--- config.mk ---
export PLATFORM = sky130hd
export DESIGN_NAME = mdio_mgmt_top
export DESIGN_NICKNAME = d
export VERILOG_FILES = /design/src/mdio_pkg.sv /design/src/mdic_front.sv /design/src/mdio_cmd_fifo.sv /design/src/mdio_mgmt_top.sv /design/src/mdio_shifter.sv
export SDC_FILE = /design/constraint.sdc
export NUM_CORES = 1
export LEC_CHECK = 0
export ABC_AREA = 1
export BUFFER_PORTS_ARGS = -buffer_cell sky130_fd_sc_hd__buf_2
export CAP_MARGIN = 20
export CELL_PAD_IN_SITES_DETAIL_PLACEMENT = 1
export CELL_PAD_IN_SITES_GLOBAL_PLACEMENT = 1
export CORE_MARGIN = 2
export CORE_UTILIZATION = 48
export DETAILED_ROUTE_END_ITERATION = 10
export PLACE_DENSITY = 0.82
export SLEW_MARGIN = 5
export SYNTH_ARGS = -nofsm -noshare
export SYNTH_HDL_FRONTEND = slang
export SYNTH_HIERARCHICAL = 1
export SYNTH_SLANG_ARGS = --single-unit
--- constraint.sdc ---
create_clock -name aclk -period 3.8 [get_ports aclk]
set_input_delay 0 -clock aclk [delete_from_list [all_inputs] [get_ports aclk]]
set_output_delay 0 -clock aclk [all_outputs]
set_load 0.01 [all_outputs]
--- src/mdio_pkg.sv ---
package mdio_pkg;

	localparam int MDIO_DATA_W  = 16;
	localparam int MDIO_ADDR_W  = 5;
	localparam int MDIO_FRAME_W = 32;

	typedef enum logic [1:0] {
		OP_WRITE = 2'b01,
		OP_READ  = 2'b10
	} mdio_op_t;

	// Software view of MDIC, MSB first
	typedef struct packed {
		logic                   rsvd;
		logic                   error;
		logic                   ie;
		logic                   ready;
		mdio_op_t               op;
		logic [MDIO_ADDR_W-1:0] phyadd;
		logic [MDIO_ADDR_W-1:0] regadd;
		logic [MDIO_DATA_W-1:0] data;
	} mdic_reg_t;

	// Management frame as it goes on the wire, first bit at the top
	typedef struct packed {
		logic [1:0]             start;
		mdio_op_t               op;
		logic [MDIO_ADDR_W-1:0] phyad;
		logic [MDIO_ADDR_W-1:0] regad;
		logic [1:0]             ta;
		logic [MDIO_DATA_W-1:0] data;
	} mdio_frame_f_t;

	// Built as fields, shifted out as a plain word
	typedef union packed {
		mdio_frame_f_t           f;
		logic [MDIO_FRAME_W-1:0] raw;
	} mdio_frame_u;

	typedef struct packed {
		logic [MDIO_DATA_W-1:0] rdata;
		logic                   is_read;
	} mdio_result_t;

endpackage

--- src/mdic_front.sv ---
module mdic_front #(
	parameter logic [mdio_pkg::MDIO_ADDR_W-1:0] PHY_ADDR = '0
) (
	input  logic                   aclk,
	input  logic                   rst_i,

	input  logic                   mdic_wr_i,
	input  mdio_pkg::mdic_reg_t    mdic_wdata_i,

	input  logic                   fifo_full_i,
	output logic                   push_o,
	output mdio_pkg::mdio_frame_u  frame_o,

	input  logic                   done_i,
	input  mdio_pkg::mdio_result_t result_i,

	output mdio_pkg::mdic_reg_t    mdic_o,
	output logic                   mdac_o
);

	// Commands queued plus the one on the wire
	localparam int PEND_W = 6;

	logic [PEND_W-1:0]   pending;
	mdio_pkg::mdic_reg_t mdic_q;
	logic                drop;

	assign push_o = mdic_wr_i && !fifo_full_i;
	assign drop   = mdic_wr_i && fifo_full_i;

	// PHY address is fixed, the written one is ignored
	always_comb begin
		frame_o.f.start = 2'b01;
		frame_o.f.op    = mdic_wdata_i.op;
		frame_o.f.phyad = PHY_ADDR;
		frame_o.f.regad = mdic_wdata_i.regadd;
		frame_o.f.ta    = 2'b10;
		frame_o.f.data  = mdic_wdata_i.data;
	end

	always_ff @(posedge aclk) begin
		if (rst_i) begin
			pending <= '0;
		end else begin
			case ({push_o, done_i})
				2'b10:   pending <= pending + 1'b1;
				2'b01:   pending <= pending - 1'b1;
				default: pending <= pending;
			endcase
		end
	end

	always_ff @(posedge aclk) begin
		if (rst_i) begin
			mdic_q <= '0;
			mdac_o <= 1'b0;
		end else begin
			mdac_o <= done_i;
			if (push_o) begin
				mdic_q.op     <= mdic_wdata_i.op;
				mdic_q.phyadd <= mdic_wdata_i.phyadd;
				mdic_q.regadd <= mdic_wdata_i.regadd;
				mdic_q.ie     <= mdic_wdata_i.ie;
				mdic_q.error  <= 1'b0;
			end else if (drop) begin
				mdic_q.error  <= 1'b1; // Sticky until next accepted write
			end
			if (done_i && result_i.is_read)
				mdic_q.data <= result_i.rdata;
		end
	end

	always_comb begin
		mdic_o       = mdic_q;
		mdic_o.ready = (pending == '0);
		mdic_o.rsvd  = 1'b0;
	end

endmodule

--- src/mdio_cmd_fifo.sv ---
module mdio_cmd_fifo #(
	parameter int FIFO_DEPTH = 4
) (
	input  logic                  aclk,
	input  logic                  rst_i,

	input  logic                  push_i,
	input  mdio_pkg::mdio_frame_u frame_i,
	output logic                  full_o,

	input  logic                  pop_i,
	output logic                  valid_o,
	output mdio_pkg::mdio_frame_u head_o
);

	localparam int PTR_W = (FIFO_DEPTH > 1) ? $clog2(FIFO_DEPTH) : 1;
	localparam int CNT_W = $clog2(FIFO_DEPTH + 1);

	mdio_pkg::mdio_frame_u mem [FIFO_DEPTH];

	logic [PTR_W-1:0] wr_ptr;
	logic [PTR_W-1:0] rd_ptr;
	logic [CNT_W-1:0] count;
	logic             do_push;
	logic             do_pop;

	assign full_o  = (count == CNT_W'(FIFO_DEPTH));
	assign valid_o = (count != '0);
	assign head_o  = mem[rd_ptr];

	assign do_push = push_i && !full_o;
	assign do_pop  = pop_i && valid_o;

	always_ff @(posedge aclk) begin
		if (do_push)
			mem[wr_ptr] <= frame_i;
	end

	always_ff @(posedge aclk) begin
		if (rst_i) begin
			wr_ptr <= '0;
			rd_ptr <= '0;
			count  <= '0;
		end else begin
			if (do_push)
				wr_ptr <= (wr_ptr == PTR_W'(FIFO_DEPTH - 1)) ? '0 : wr_ptr + 1'b1;
			if (do_pop)
				rd_ptr <= (rd_ptr == PTR_W'(FIFO_DEPTH - 1)) ? '0 : rd_ptr + 1'b1;
			case ({do_push, do_pop})
				2'b10:   count <= count + 1'b1;
				2'b01:   count <= count - 1'b1;
				default: count <= count;
			endcase
		end
	end

endmodule

--- src/mdio_mgmt_top.sv ---
module mdio_mgmt_top #(
	parameter logic [mdio_pkg::MDIO_ADDR_W-1:0] PHY_ADDR = '0,
	parameter int MDC_HALF      = 2,
	parameter int PREAMBLE_BITS = 32,
	parameter int FIFO_DEPTH    = 4
) (
	input  logic                aclk,
	input  logic                rst_i,

	input  logic                mdic_wr_i,
	input  mdio_pkg::mdic_reg_t mdic_wdata_i,
	output mdio_pkg::mdic_reg_t mdic_o,
	output logic                mdac_o,

	output logic                mdc_o,
	output logic                mdio_o,
	output logic                mdio_oe_o,
	input  logic                mdio_i
);

	logic                   push;
	mdio_pkg::mdio_frame_u  frame;
	logic                   fifo_full;
	logic                   fifo_valid;
	mdio_pkg::mdio_frame_u  head;
	logic                   pop;
	logic                   done;
	mdio_pkg::mdio_result_t result;

	mdic_front #(
		.PHY_ADDR(PHY_ADDR)
	) front_i (
		.aclk(aclk),
		.rst_i(rst_i),
		.mdic_wr_i(mdic_wr_i),
		.mdic_wdata_i(mdic_wdata_i),
		.fifo_full_i(fifo_full),
		.push_o(push),
		.frame_o(frame),
		.done_i(done),
		.result_i(result),
		.mdic_o(mdic_o),
		.mdac_o(mdac_o)
	);

	mdio_cmd_fifo #(
		.FIFO_DEPTH(FIFO_DEPTH)
	) fifo_i (
		.aclk(aclk),
		.rst_i(rst_i),
		.push_i(push),
		.frame_i(frame),
		.full_o(fifo_full),
		.pop_i(pop),
		.valid_o(fifo_valid),
		.head_o(head)
	);

	mdio_shifter #(
		.MDC_HALF(MDC_HALF),
		.PREAMBLE_BITS(PREAMBLE_BITS)
	) shifter_i (
		.aclk(aclk),
		.rst_i(rst_i),
		.valid_i(fifo_valid),
		.head_i(head),
		.pop_o(pop),
		.done_o(done),
		.result_o(result),
		.mdc_o(mdc_o),
		.mdio_o(mdio_o),
		.mdio_oe_o(mdio_oe_o),
		.mdio_i(mdio_i)
	);

endmodule

--- src/mdio_shifter.sv ---
module mdio_shifter #(
	parameter int MDC_HALF      = 2,
	parameter int PREAMBLE_BITS = 32
) (
	input  logic                   aclk,
	input  logic                   rst_i,

	input  logic                   valid_i,
	input  mdio_pkg::mdio_frame_u  head_i,
	output logic                   pop_o,

	output logic                   done_o,
	output mdio_pkg::mdio_result_t result_o,

	output logic                   mdc_o,
	output logic                   mdio_o,
	output logic                   mdio_oe_o,
	input  logic                   mdio_i
);

	localparam int FRAME_W    = mdio_pkg::MDIO_FRAME_W;
	localparam int DATA_W     = mdio_pkg::MDIO_DATA_W;
	localparam int DATA_START = FRAME_W - DATA_W;  // First data bit index
	localparam int TA_START   = DATA_START - 2;
	localparam int CNT_MAX    = (PREAMBLE_BITS > FRAME_W) ? PREAMBLE_BITS : FRAME_W;
	localparam int CNT_W      = $clog2(CNT_MAX);
	localparam int DIV_W      = $clog2(MDC_HALF + 1);

	typedef enum logic [2:0] {
		ST_IDLE,
		ST_POP,
		ST_PRE,
		ST_FRAME,
		ST_READ,
		ST_DONE
	} state_t;

	state_t                state;
	logic [DIV_W-1:0]      div;
	logic [CNT_W-1:0]      bit_cnt;
	logic                  tick;
	logic                  rise;
	logic                  fall;
	mdio_pkg::mdio_frame_u frame_q;
	logic                  is_read_q;
	logic [DATA_W-1:0]     rdata_q;

	assign tick = (div == DIV_W'(MDC_HALF - 1));
	assign rise = tick && !mdc_o;
	assign fall = tick && mdc_o;

	assign pop_o  = (state == ST_POP);
	assign done_o = (state == ST_DONE);

	always_comb begin
		result_o.rdata   = rdata_q;
		result_o.is_read = is_read_q;
	end

	always_ff @(posedge aclk) begin
		if (rst_i) begin
			state     <= ST_IDLE;
			div       <= '0;
			bit_cnt   <= '0;
			mdc_o     <= 1'b0;
			mdio_o    <= 1'b1;
			mdio_oe_o <= 1'b0;
		end else begin
			case (state)
				ST_IDLE: begin
					if (valid_i)
						state <= ST_POP;
				end
				ST_POP: begin
					state     <= ST_PRE;
					div       <= '0;
					bit_cnt   <= '0;
					mdio_o    <= 1'b1; // Preamble is all ones
					mdio_oe_o <= 1'b1;
				end
				ST_PRE, ST_FRAME, ST_READ: begin
					if (tick) begin
						div   <= '0;
						mdc_o <= ~mdc_o;
					end else begin
						div <= div + 1'b1;
					end
					if (fall) begin
						bit_cnt <= bit_cnt + 1'b1;
						if (state == ST_PRE) begin
							if (bit_cnt == CNT_W'(PREAMBLE_BITS - 1)) begin
								state   <= ST_FRAME;
								bit_cnt <= '0;
								mdio_o  <= frame_q.raw[FRAME_W-1];
							end
						end else if (bit_cnt == CNT_W'(FRAME_W - 1)) begin
							state     <= ST_DONE;
							mdio_o    <= 1'b1;
							mdio_oe_o <= 1'b0;
						end else if (state == ST_FRAME) begin
							if (is_read_q && bit_cnt == CNT_W'(TA_START - 1)) begin
								state     <= ST_READ; // Release line for turnaround
								mdio_o    <= 1'b1;
								mdio_oe_o <= 1'b0;
							end else begin
								mdio_o <= frame_q.raw[FRAME_W-2];
							end
						end
					end
				end
				ST_DONE: begin
					state <= ST_IDLE;
				end
				default: state <= ST_IDLE;
			endcase
		end
	end

	always_ff @(posedge aclk) begin
		if (state == ST_POP) begin
			frame_q   <= head_i;
			is_read_q <= (head_i.f.op == mdio_pkg::OP_READ);
		end else if (state == ST_FRAME && fall) begin
			frame_q.raw <= frame_q.raw << 1;
		end
		if (state == ST_READ && rise && bit_cnt >= CNT_W'(DATA_START))
			rdata_q <= {rdata_q[DATA_W-2:0], mdio_i}; // MSB first
	end

endmodule

==> results of run 1 <==
-- worst min-delay path by stage --
stage	from	endpoint	slack, ns
floorplan	rst_i	shifter_i/bit_cnt[4]$_SDFFE_PP0P_	0.07
detailed placement	mdio_i	shifter_i/rdata_q[0]$_DFFE_PP_	0.18
global route	mdio_i	shifter_i/rdata_q[0]$_DFFE_PP_	0.17
CTS	mdio_i	shifter_i/rdata_q[0]$_DFFE_PP_	0.16
global placement	mdio_i	shifter_i/rdata_q[0]$_DFFE_PP_	0.19
finish	mdio_i	shifter_i/rdata_q[0]$_DFFE_PP_	0.19
-- through the flow --
stage               cells  power, mW
finish               1278       7.58
detailed placement   1198       5.16
global placement     1198       5.03
floorplan             917       4.67
global route         1278       7.98
CTS                  1278       7.62
-- power breakdown --
group / switching [mW] / internal [mW] / leakage [nW]
Sequential: 0.175 / 3.22 / 2.11
Combinational: 1.22 / 0.537 / 1.95
Clock: 1.02 / 1.40 / 0.393
-- worst max-delay path: stages (launching register included) --
cell      delay, ns
dfxtp_1        0.32
nor2_1         0.18
nand2_1        0.15
inv_1          0.09
nor2_2         0.04
buf_4          0.19
inv_2          0.29
ha_1           0.48
nand2_1        0.12
nand2_2        0.12
inv_1          0.05
ha_1           0.17
o21bai_1       0.19
nand2_1        0.12
nand2_1        0.06
nand2_1        0.05
nand3_1        0.07
nand2_1        0.07
inv_1          0.04
-- cell type report --
type | count | area [sq um] | share of cell area [%]
clock inverter | 12 | 101 | 0.897
sequential | 236 | 6500 | 57.5
clock buffer | 36 | 719 | 6.37
timing repair buffer | 111 | 746 | 6.60
multi-input combinational | 551 | 2650 | 23.5
tap | 270 | 338 | 2.99
inverter | 62 | 243 | 2.15
-- per-layer routing --
metal | part of all wire [%] | vias up | global-route usage, % | routed length, um
met5 | 0 | - | 0 | 0
met4 | 3.3 | 0 | 9.17 | 799
met3 | 3.7 | 63 | 3.76 | 891
li1 | - | 3198 | - | -
met1 | 42 | 3381 | 27.9 | 10100
met2 | 51 | 141 | 40.4 | 12400
-- kinds of logic after synthesis --
kind of cell | count (synthesis) | share of synthesized area, %
simple gates | 366 | 15.4
flops | 236 | 66.3
compound gates | 157 | 8.53
buf+inv | 130 | 7.42
fa+ha+maj | 13 | 1.74
xor+xnor | 5 | 0.524
other cells | 2 | 0.0767
-- flip-flops by register name, indices dropped and copies added (netlist names), 2 cells and up, named ones only --
register and count:
shifter_i/state 3, fifo_i/count 3, front_i/pending 6, fifo_i/wr_ptr 2, fifo_i/mem 128, fifo_i/rd_ptr 2
shifter_i/bit_cnt 5, front_i/mdic_o 30, shifter_i/frame_q 32, shifter_i/rdata_q 16, shifter_i/div 2
-- timing repair --
| item | in CTS | in global routing |
|---|---|---|
| resized for setup | 0 | 0 |
| endpoints found under the hold margin | 117 | 0 |
| hold buffers | 32 | 0 |
-- synthesized netlist by cell type (all sizes together), types with 5 or more instances --
library cell	count	area [sq um]
inv	61	239
buf	59	450
nor2	170	656
a21oi	14	70.1
ha	12	150
nand2	166	671
nand4	5	31.3
o21ai	106	531
nand3	19	115
edfxtp	177	5320
o22ai	34	213
dfxtp	59	1180
clkbuf	9	33.8
-- placed cells by master, fill, tap and decap left out, types with 3 or more instances in the layout --
| cell | count |
|---|---|
| buf_4 | 12 |
| nor2_1 | 161 |
| nor2_4 | 5 |
| a21oi_1 | 14 |
| inv_2 | 10 |
| clkbuf_16 | 27 |
| buf_2 | 67 |
| nor2_2 | 4 |
| dfxtp_1 | 58 |
| dlygate4sd3_1 | 32 |
| inv_1 | 49 |
| ha_1 | 12 |
| o21ai_1 | 30 |
| nand2_4 | 3 |
| nand3_1 | 15 |
| clkinv_1 | 5 |
| edfxtp_1 | 177 |
| nand2_1 | 153 |
| o21ai_0 | 76 |
| conb_1 | 10 |
| nand4_1 | 5 |
| nand3_2 | 4 |
| nand2_2 | 10 |
| o22ai_1 | 34 |
| clkbuf_1 | 8 |
==> results.toml, run 1 <==
[logic_synthesis]
postSynthCellCount = 909
synth.distinct_cells = 36
synth-async-reset-ratio_pct = 0
synth_edf_count = 177
synth_top_flop_cell = "edfxtp_1"
synth_warnings = 6
synth-seq-cells = 236
ys_seq_area_share_pct = 66.3
synthesis.area_sq_um = 9800
avgSynthCellArea_sq_um = 10.8

[clock_network]
cts_setup_buffers = 0
cts_tree = "done"
clock_latency_ns = 0.54
cts-buffers-inserted = 26
cts.clk_slew.worst_paths_ns = 0.06
clkSinkCount = 236
htree_levels = 1
root_buffer = "clkbuf_16"
cts_buffer_depth = 3

[timing]
rsz0062_at_grt = "no"
finClkSkew_ns = 0.0280
clock.fmax_ghz = 0.342
slew_headroom_pct = 45.0
finalHoldViolations = 0
maxSlewViolCount = 0
setup_slack_ns = 0.880
hold_slack_ns = 0.189
min_period_over_period_pct = 76.8
setup_tns_ns = 0
setup_viol = 0
finalCriticalPeriod_ns = 2.92
worst_pin_slew_ns = 0.825

[final_layout]
postLayoutCoreUtil_pct = 56.2
n_antenna_cell = 0
syn_to_final_growth_pct = 15.3
drive_gt1_share_pct = 15.6
final_cell_area_sq_um = 11300
nFillCells = 2190
nNetsFinal = 1037

[route]
vias = 6783
viasPerCell = 5.31
wl_per_cell_um = 19.0
first_pass_iters = 5
remaining_drc_errors = 0
first_iter_violations = 409
antenna_left = 0
drt-total-wl_um = 24200

[grt]
antenna_found_initial = 0
grt-ovfl-total = 0
grt_pass1_wl_um = 39200
grt_pass1_vias = 7575
grt_max_degree = 65
track_usage_pct = 22.8

[place]
portBuffers = 67
pre_cts_ws_ns = 0.938
place_hpwl_um = 13800
routabilityCongestion = 0.822
placed_area_sq_um = 10200

[critical_path]
r2r-start = "fifo_i/count[1]$_SDFFE_PP0P_"
critical_path_peak_fanout = 18
crit_type = "flop to flop"
startpoint = "fifo_i/count[1]$_SDFFE_PP0P_"
rr_endpoint = "front_i/pending[4]$_SDFFE_PP0P_"
rr_worst_depth = 18
cp.required_ns = 4.22
crit_path_end_kind = "flop"
start_kind = "flop"
ff2ff_setup_slack_ns = 0.88
cp-endpoint = "front_i/pending[4]$_SDFFE_PP0P_"
cp.arrival_ns = 3.34

[hold_path]
holdPathStages = 2
hold_path_class = "primary input to flop"

[die]
core.rowCount = 52
initial_core_util_pct = 48.7
die_w_um = 147
ios = 72
core_area_sq_um = 20100
dieArea_sq_um = 21600
die_h_um = 147

[job]
maxCapViolCount = 0

[power]
peakVddDrop_uv = 431
p_per_area_nw_per_um2 = 671
p_leak_nw = 4.45

[outcome]
outcome = "finished clean"
Power figures use the tool's default switching activity.
==> run 2: changes to the inputs <==
--- a/config.mk
+++ b/config.mk
@@ -11,9 +11,9 @@
 export CELL_PAD_IN_SITES_DETAIL_PLACEMENT = 1
 export CELL_PAD_IN_SITES_GLOBAL_PLACEMENT = 1
 export CORE_MARGIN = 2
-export CORE_UTILIZATION = 48
+export CORE_UTILIZATION = 44
 export DETAILED_ROUTE_END_ITERATION = 10
-export PLACE_DENSITY = 0.82
+export PLACE_DENSITY = 0.8
 export SLEW_MARGIN = 5
 export SYNTH_ARGS = -nofsm -noshare
 export SYNTH_HDL_FRONTEND = slang
==> constraint.sdc (replaced) <==
create_clock -name aclk -period 2.48 [get_ports aclk]
set_input_delay 0 -clock aclk [delete_from_list [all_inputs] [get_ports aclk]]
set_output_delay 0 -clock aclk [all_outputs]
set_load 0.01 [all_outputs]
==> run 2 against run 1 <==
  * Power up 57%
  * Largest cell class unchanged
  * Critical path depth did not move
  * Clock power up 63%
  * Via count rose by 0.49%
==> results.toml, run 2 (synthesized netlist as in run 1, its figures left out) <==
[die]
die_h_um = 153
initial_core_util_pct = 44.9
dieArea_sq_um = 23500
core_area_sq_um = 21800
ios = 72
core.rowCount = 54
die_w_um = 153

[critical_path]
max_stage_delay_ns = 0.35
cpMostUsedCell = "nand2_1"
cp.required_ns = 2.91
rr_endpoint = "front_i/pending[4]$_SDFFE_PP0P_"
critical_path_peak_fanout = 4
start_kind = "flop"
crit_type = "flop to flop"
slowest_stage = "dfxtp_1"
rr_worst_depth = 18
path_cells = "nor2_1 -> nand2_2 -> inv_1 -> nor2_2 -> inv_2 -> ha_1 -> inv_4 -> nand2_2 -> nand2_2 -> inv_1 -> ha_1 -> o21bai_1 -> nand2_1 -> nand2_1 -> nand2_1 -> nand3_1 -> nand2_1 -> inv_1"
ff2ff_setup_slack_ns = 0.27
startpoint = "fifo_i/count[1]$_SDFFE_PP0P_"
cp.arrival_ns = 2.64
crit_path_end_kind = "flop"
r2r-start = "fifo_i/count[1]$_SDFFE_PP0P_"
cp-endpoint = "front_i/pending[4]$_SDFFE_PP0P_"

[power]
p_leak_nw = 4.52
peakVddDrop_uv = 453
p_per_area_nw_per_um2 = 1040
total_power_mw = 11.9

[route]
vias = 6816
antenna_left = 0
first_pass_iters = 5
first_iter_violations = 501
drt-total-wl_um = 24700
remaining_drc_errors = 0
viasPerCell = 5.26
wl_per_cell_um = 19.1

[grt]
grt_pass1_wl_um = 39900
track_usage_pct = 21.3
grt_max_degree = 65
grt_pass1_vias = 7335
antenna_found_initial = 1
grt-ovfl-total = 0

[final_layout]
fin_cells = 1295
nFillCells = 2363
nNetsFinal = 1043
layout_common_cells = "edfxtp_1 (177), nor2_1 (161), nand2_1 (152)"
drive_gt1_share_pct = 16.6
regMostFlops = "fifo_i/mem"
final_common_cell = "edfxtp_1"
syn_to_final_growth_pct = 17.0
largest_reg_flops = 128

[clock_network]
cts_buffer_depth = 3
clkSinkCount = 236
cts_setup_buffers = 0
cts.clk_slew.worst_paths_ns = 0.07
clock_latency_ns = 0.53
htree_levels = 1
root_buffer = "clkbuf_16"
cts_tree = "done"
cts-buffers-inserted = 26

[place]
placed_cells = 1214
place_hpwl_um = 13800
routabilityCongestion = 0.792
portBuffers = 67

[hold_path]
hold_path_class = "primary input to flop"

[job]
maxCapViolCount = 0

[timing]
clock.fmax_ghz = 0.453
finClkSkew_ns = 0.0127
slew_headroom_pct = 42.2
min_period_over_period_pct = 89.1
maxSlewViolCount = 0
worst_pin_slew_ns = 0.866
hold_slack_ns = 0.182
setup_viol = 0
finalCriticalPeriod_ns = 2.21
rsz0062_at_grt = "no"
finalHoldViolations = 0

[outcome]
outcome = "finished clean"
[run 2: timing repair]
item / in CTS / in global routing
resized for setup: 0 / 1
hold endpoints to repair: 117 / 0
endpoints found under the setup margin: 0 / 1
hold buffers: 32 / 0
[run 2: cell type report]
cell class              instances  area, sq um  share of cell area [%]
inverters                      62          243                    2.12
flip-flops and latches        236         6500                    56.7
repair buffers                117          841                    7.34
clock inverters                12          140                    1.22
clock buffers                  36          729                    6.37
diodes                          1         2.50                  0.0218
multi-input cells             551         2660                    23.2
well taps                     280          350                    3.06
[run 2: how the worst min path moves through the flow]
stage | from | depth (start not counted) | end
final | mdio_i | 2 | shifter_i/rdata_q[0]$_DFFE_PP_
after global routing | mdio_i | 2 | shifter_i/rdata_q[0]$_DFFE_PP_
after CTS | mdio_i | 2 | shifter_i/rdata_q[0]$_DFFE_PP_
after detailed placement | mdio_i | 1 | shifter_i/rdata_q[0]$_DFFE_PP_
after global placement | mdio_i | 1 | shifter_i/rdata_q[0]$_DFFE_PP_
after floorplan | rst_i | 1 | shifter_i/bit_cnt[4]$_SDFFE_PP0P_
[run 2: per-layer routing]
| layer | vias up | track usage [%] | wire length, um |
|---|---|---|---|
| met4 | 0 | 7.36 | 580 |
| met3 | 48 | 3.09 | 976 |
| met5 | - | 0 | 0 |
| met2 | 163 | 37.5 | 12700 |
| li1 | 3215 | - | - |
| met1 | 3390 | 27.0 | 10400 |
[run 2: worst max-delay path, delay by kind of cell, from the launching register on]
family          cells  cell delay, ns
simple gates       10            0.82
fa+ha+maj           2            0.45
flops               1            0.35
buf+inv             5            0.32
compound gates      1            0.18
[run 2: per-stage QoR]
stage	utilization [%]	instance area (sq um)	TNS, ns	setup WS [ns]
floorplan	-	9830	-47.81	-0.373
global placement	47.0	10300	0	0.326
detailed placement	47.0	10300	0	0.219
CTS	52.5	11500	0	0.209
global route	52.5	11500	0	0.0371
finish	52.5	11500	0	0.270
[run 2: where the power goes]
part	switching, mW	total, mW	internal, mW
Clock	1.57	3.94	2.37
Sequential	0.277	5.21	4.93
Combinational	1.90	2.77	0.872
==> run 3: changes to the inputs <==
==> constraint.sdc (replaced) <==
create_clock -name aclk -period 2.48 [get_ports aclk]
set_input_delay 0.496 -clock aclk [delete_from_list [all_inputs] [get_ports aclk]]
set_output_delay 0.496 -clock aclk [all_outputs]
set_load 0.01 [all_outputs]
==> run 3 against run 2 <==
  * Sequential power about the same
  * Sequential share of layout area increased by 1.5 points
  * Register-to-register slack about the same
  * Non-clock buffer count decreased by 32
  * Clock-buffer cell count decreased by 2
  * Worst setup slack got worse by 0.0073 ns
  * Design area decreased by 2.5%
  * Flip-flop and latch count unchanged
  * Fmax decreased by 0.33%
==> results.toml, run 3 (synthesized netlist as in run 1, its figures left out) <==
[outcome]
outcome = "finished clean"

[clock_network]
clkSinkCount = 236
ctsHoldBuffers = 0
clock_latency_ns = 0.52
cts_setup_buffers = 0
ctsResizeCount = 0
cts-buffers-inserted = 26
cts.clk_slew.worst_paths_ns = 0.06
cts_tree = "done"
htree_levels = 1
cts_buffer_depth = 3
root_buffer = "clkbuf_16"

[timing]
maxSlewViolCount = 0
finalCriticalPeriod_ns = 2.22
min_period_over_period_pct = 89.4
rsz0062_at_grt = "no"
setup_slack_ns = 0.263
worst_pin_slew_ns = 0.633
finClkSkew_ns = 0.0115
setup_viol = 0
clock.fmax_ghz = 0.451
slew_headroom_pct = 57.7
finalHoldViolations = 0

[grt]
grt_pass1_vias = 7060
met3_usage_pct = 2.61
track_usage_pct = 19.5
grt_max_degree = 65
grt-ovfl-total = 0
antenna_found_initial = 0
grt_pass1_wl_um = 37000
met2_usage_pct = 35.5
grtUsageMet1_pct = 24.3
grt_busiest_layer = "met2"

[route]
drt-total-wl_um = 22600
antenna_left = 0
first_pass_iters = 4
remaining_drc_errors = 0
vias = 6570
viasPerCell = 5.21
first_iter_violations = 327
wl_per_cell_um = 17.9

[final_layout]
syn_to_final_growth_pct = 14.0
final_common_cell = "edfxtp_1"
largest_reg_flops = 128
final-seq-area_sq_um = 6500
drive_gt1_share_pct = 17.1
layout_common_cells = "edfxtp_1 (177), nor2_1 (161), nand2_1 (153)"
nFillCells = 2368
nNetsFinal = 1011
n_antenna_cell = 0
fin_cells = 1262
multi_input_area_sq_um = 2660
regMostFlops = "fifo_i/mem"

[critical_path]
slowest_stage = "dfxtp_1"
crit_family = "simple AND/OR/NAND/NOR gates"
critical_path_peak_fanout = 4
crit_path_end_kind = "flop"
crit_type = "flop to flop"
cp.arrival_ns = 2.63
cp_num_cells = 18
crit_buf_inv = 5
cpMostUsedCell = "nand2_1"
path_cells = "nor2_1 -> nand2_1 -> inv_1 -> nor2_4 -> inv_2 -> ha_2 -> inv_4 -> nand2_2 -> nand2_2 -> inv_1 -> ha_1 -> o21bai_1 -> nand2_1 -> nand2_1 -> nand2_1 -> nand3_1 -> nand2_1 -> inv_1"
cp.required_ns = 2.89
start_kind = "flop"
rr_worst_depth = 18
max_stage_delay_ns = 0.36

[die]
core.rowCount = 54
die_w_um = 153
core_area_sq_um = 21800
dieArea_sq_um = 23500
ios = 72
initial_core_util_pct = 44.9
die_h_um = 153

[job]
maxCapViolCount = 0

[power]
p_leak_nw = 4.40
total_power_mw = 11.8
internal_power_mw = 8.19
swShare_pct = 30.8
switching_power_mw = 3.64
p_per_area_nw_per_um2 = 1060
power_frac_seq_pct = 44.1
peakVddDrop_uv = 496
pwr-share-clk_pct = 33.4
combPwrFrac_pct = 22.5

[hold_path]
hold_path_class = "primary input to flop"
holdPathStages = 1

[place]
routabilityCongestion = 0.787
placed_cells = 1214
pre_cts_ws_ns = 0.209
portBuffers = 67
place_hpwl_um = 13500
[run 3: cell types whose count changed in the layout (fill, tap and decap cells not counted), moves of 3 or more]
| cell | delta |
|---|---|
| clkbuf_1 | -3 |
| clkinv_1 | +3 |
| clkinv_2 | -3 |
| dlygate4sd3_1 | -32 |
[run 3: path summary, 6_finish.rpt]
path,startpoint,to,slack (ns)
hold reg to reg,shifter_i/rdata_q[12]$_DFFE_PP_,shifter_i/rdata_q[13]$_DFFE_PP_,0.45
setup / recovery,fifo_i/count[1]$_SDFFE_PP0P_,front_i/pending[4]$_SDFFE_PP0P_,0.26
hold / removal,mdio_i,shifter_i/rdata_q[0]$_DFFE_PP_,0.16
setup reg to reg,fifo_i/count[1]$_SDFFE_PP0P_,front_i/pending[4]$_SDFFE_PP0P_,0.26
[run 3: layout make-up]
class / count / area share (%)
clock inverters: 14 / 1.37
clock buffers: 34 / 6.66
well taps: 280 / 3.14
multi-input cells: 551 / 23.8
inverters: 62 / 2.17
flip-flops and latches: 236 / 58.2
repair buffers: 85 / 4.66
[run 3: metal layers]
layer | wire length [um] | up-vias
met3 | 906 | 29
met2 | 11900 | 131
met4 | 397 | 0
met5 | 0 | -
li1 | - | 3148
met1 | 9450 | 3262
[run 3: per-stage QoR]
stage          utilization (%)  cell area [sq um]  setup TNS, ns  hold WS, ns
2_1_floorplan                -               9830         -47.81        0.419
3_3_place_gp              47.0              10300              0        0.425
3_5_place_dp              47.0              10300              0        0.432
4_1_cts                   51.1              11200              0        0.138
5_1_grt                   51.2              11200              0        0.145
6_report                  51.2              11200              0        0.161
[run 3: power groups by stage]
stage	Combinational, mW	Sequential [mW]	Clock (mW)
floorplan	1.93	5.23	0
global route	3.04	5.27	4.17
CTS	2.70	5.22	4.03
detailed placement	2.65	5.29	0
finish	2.67	5.21	3.95
global placement	2.51	5.25	0
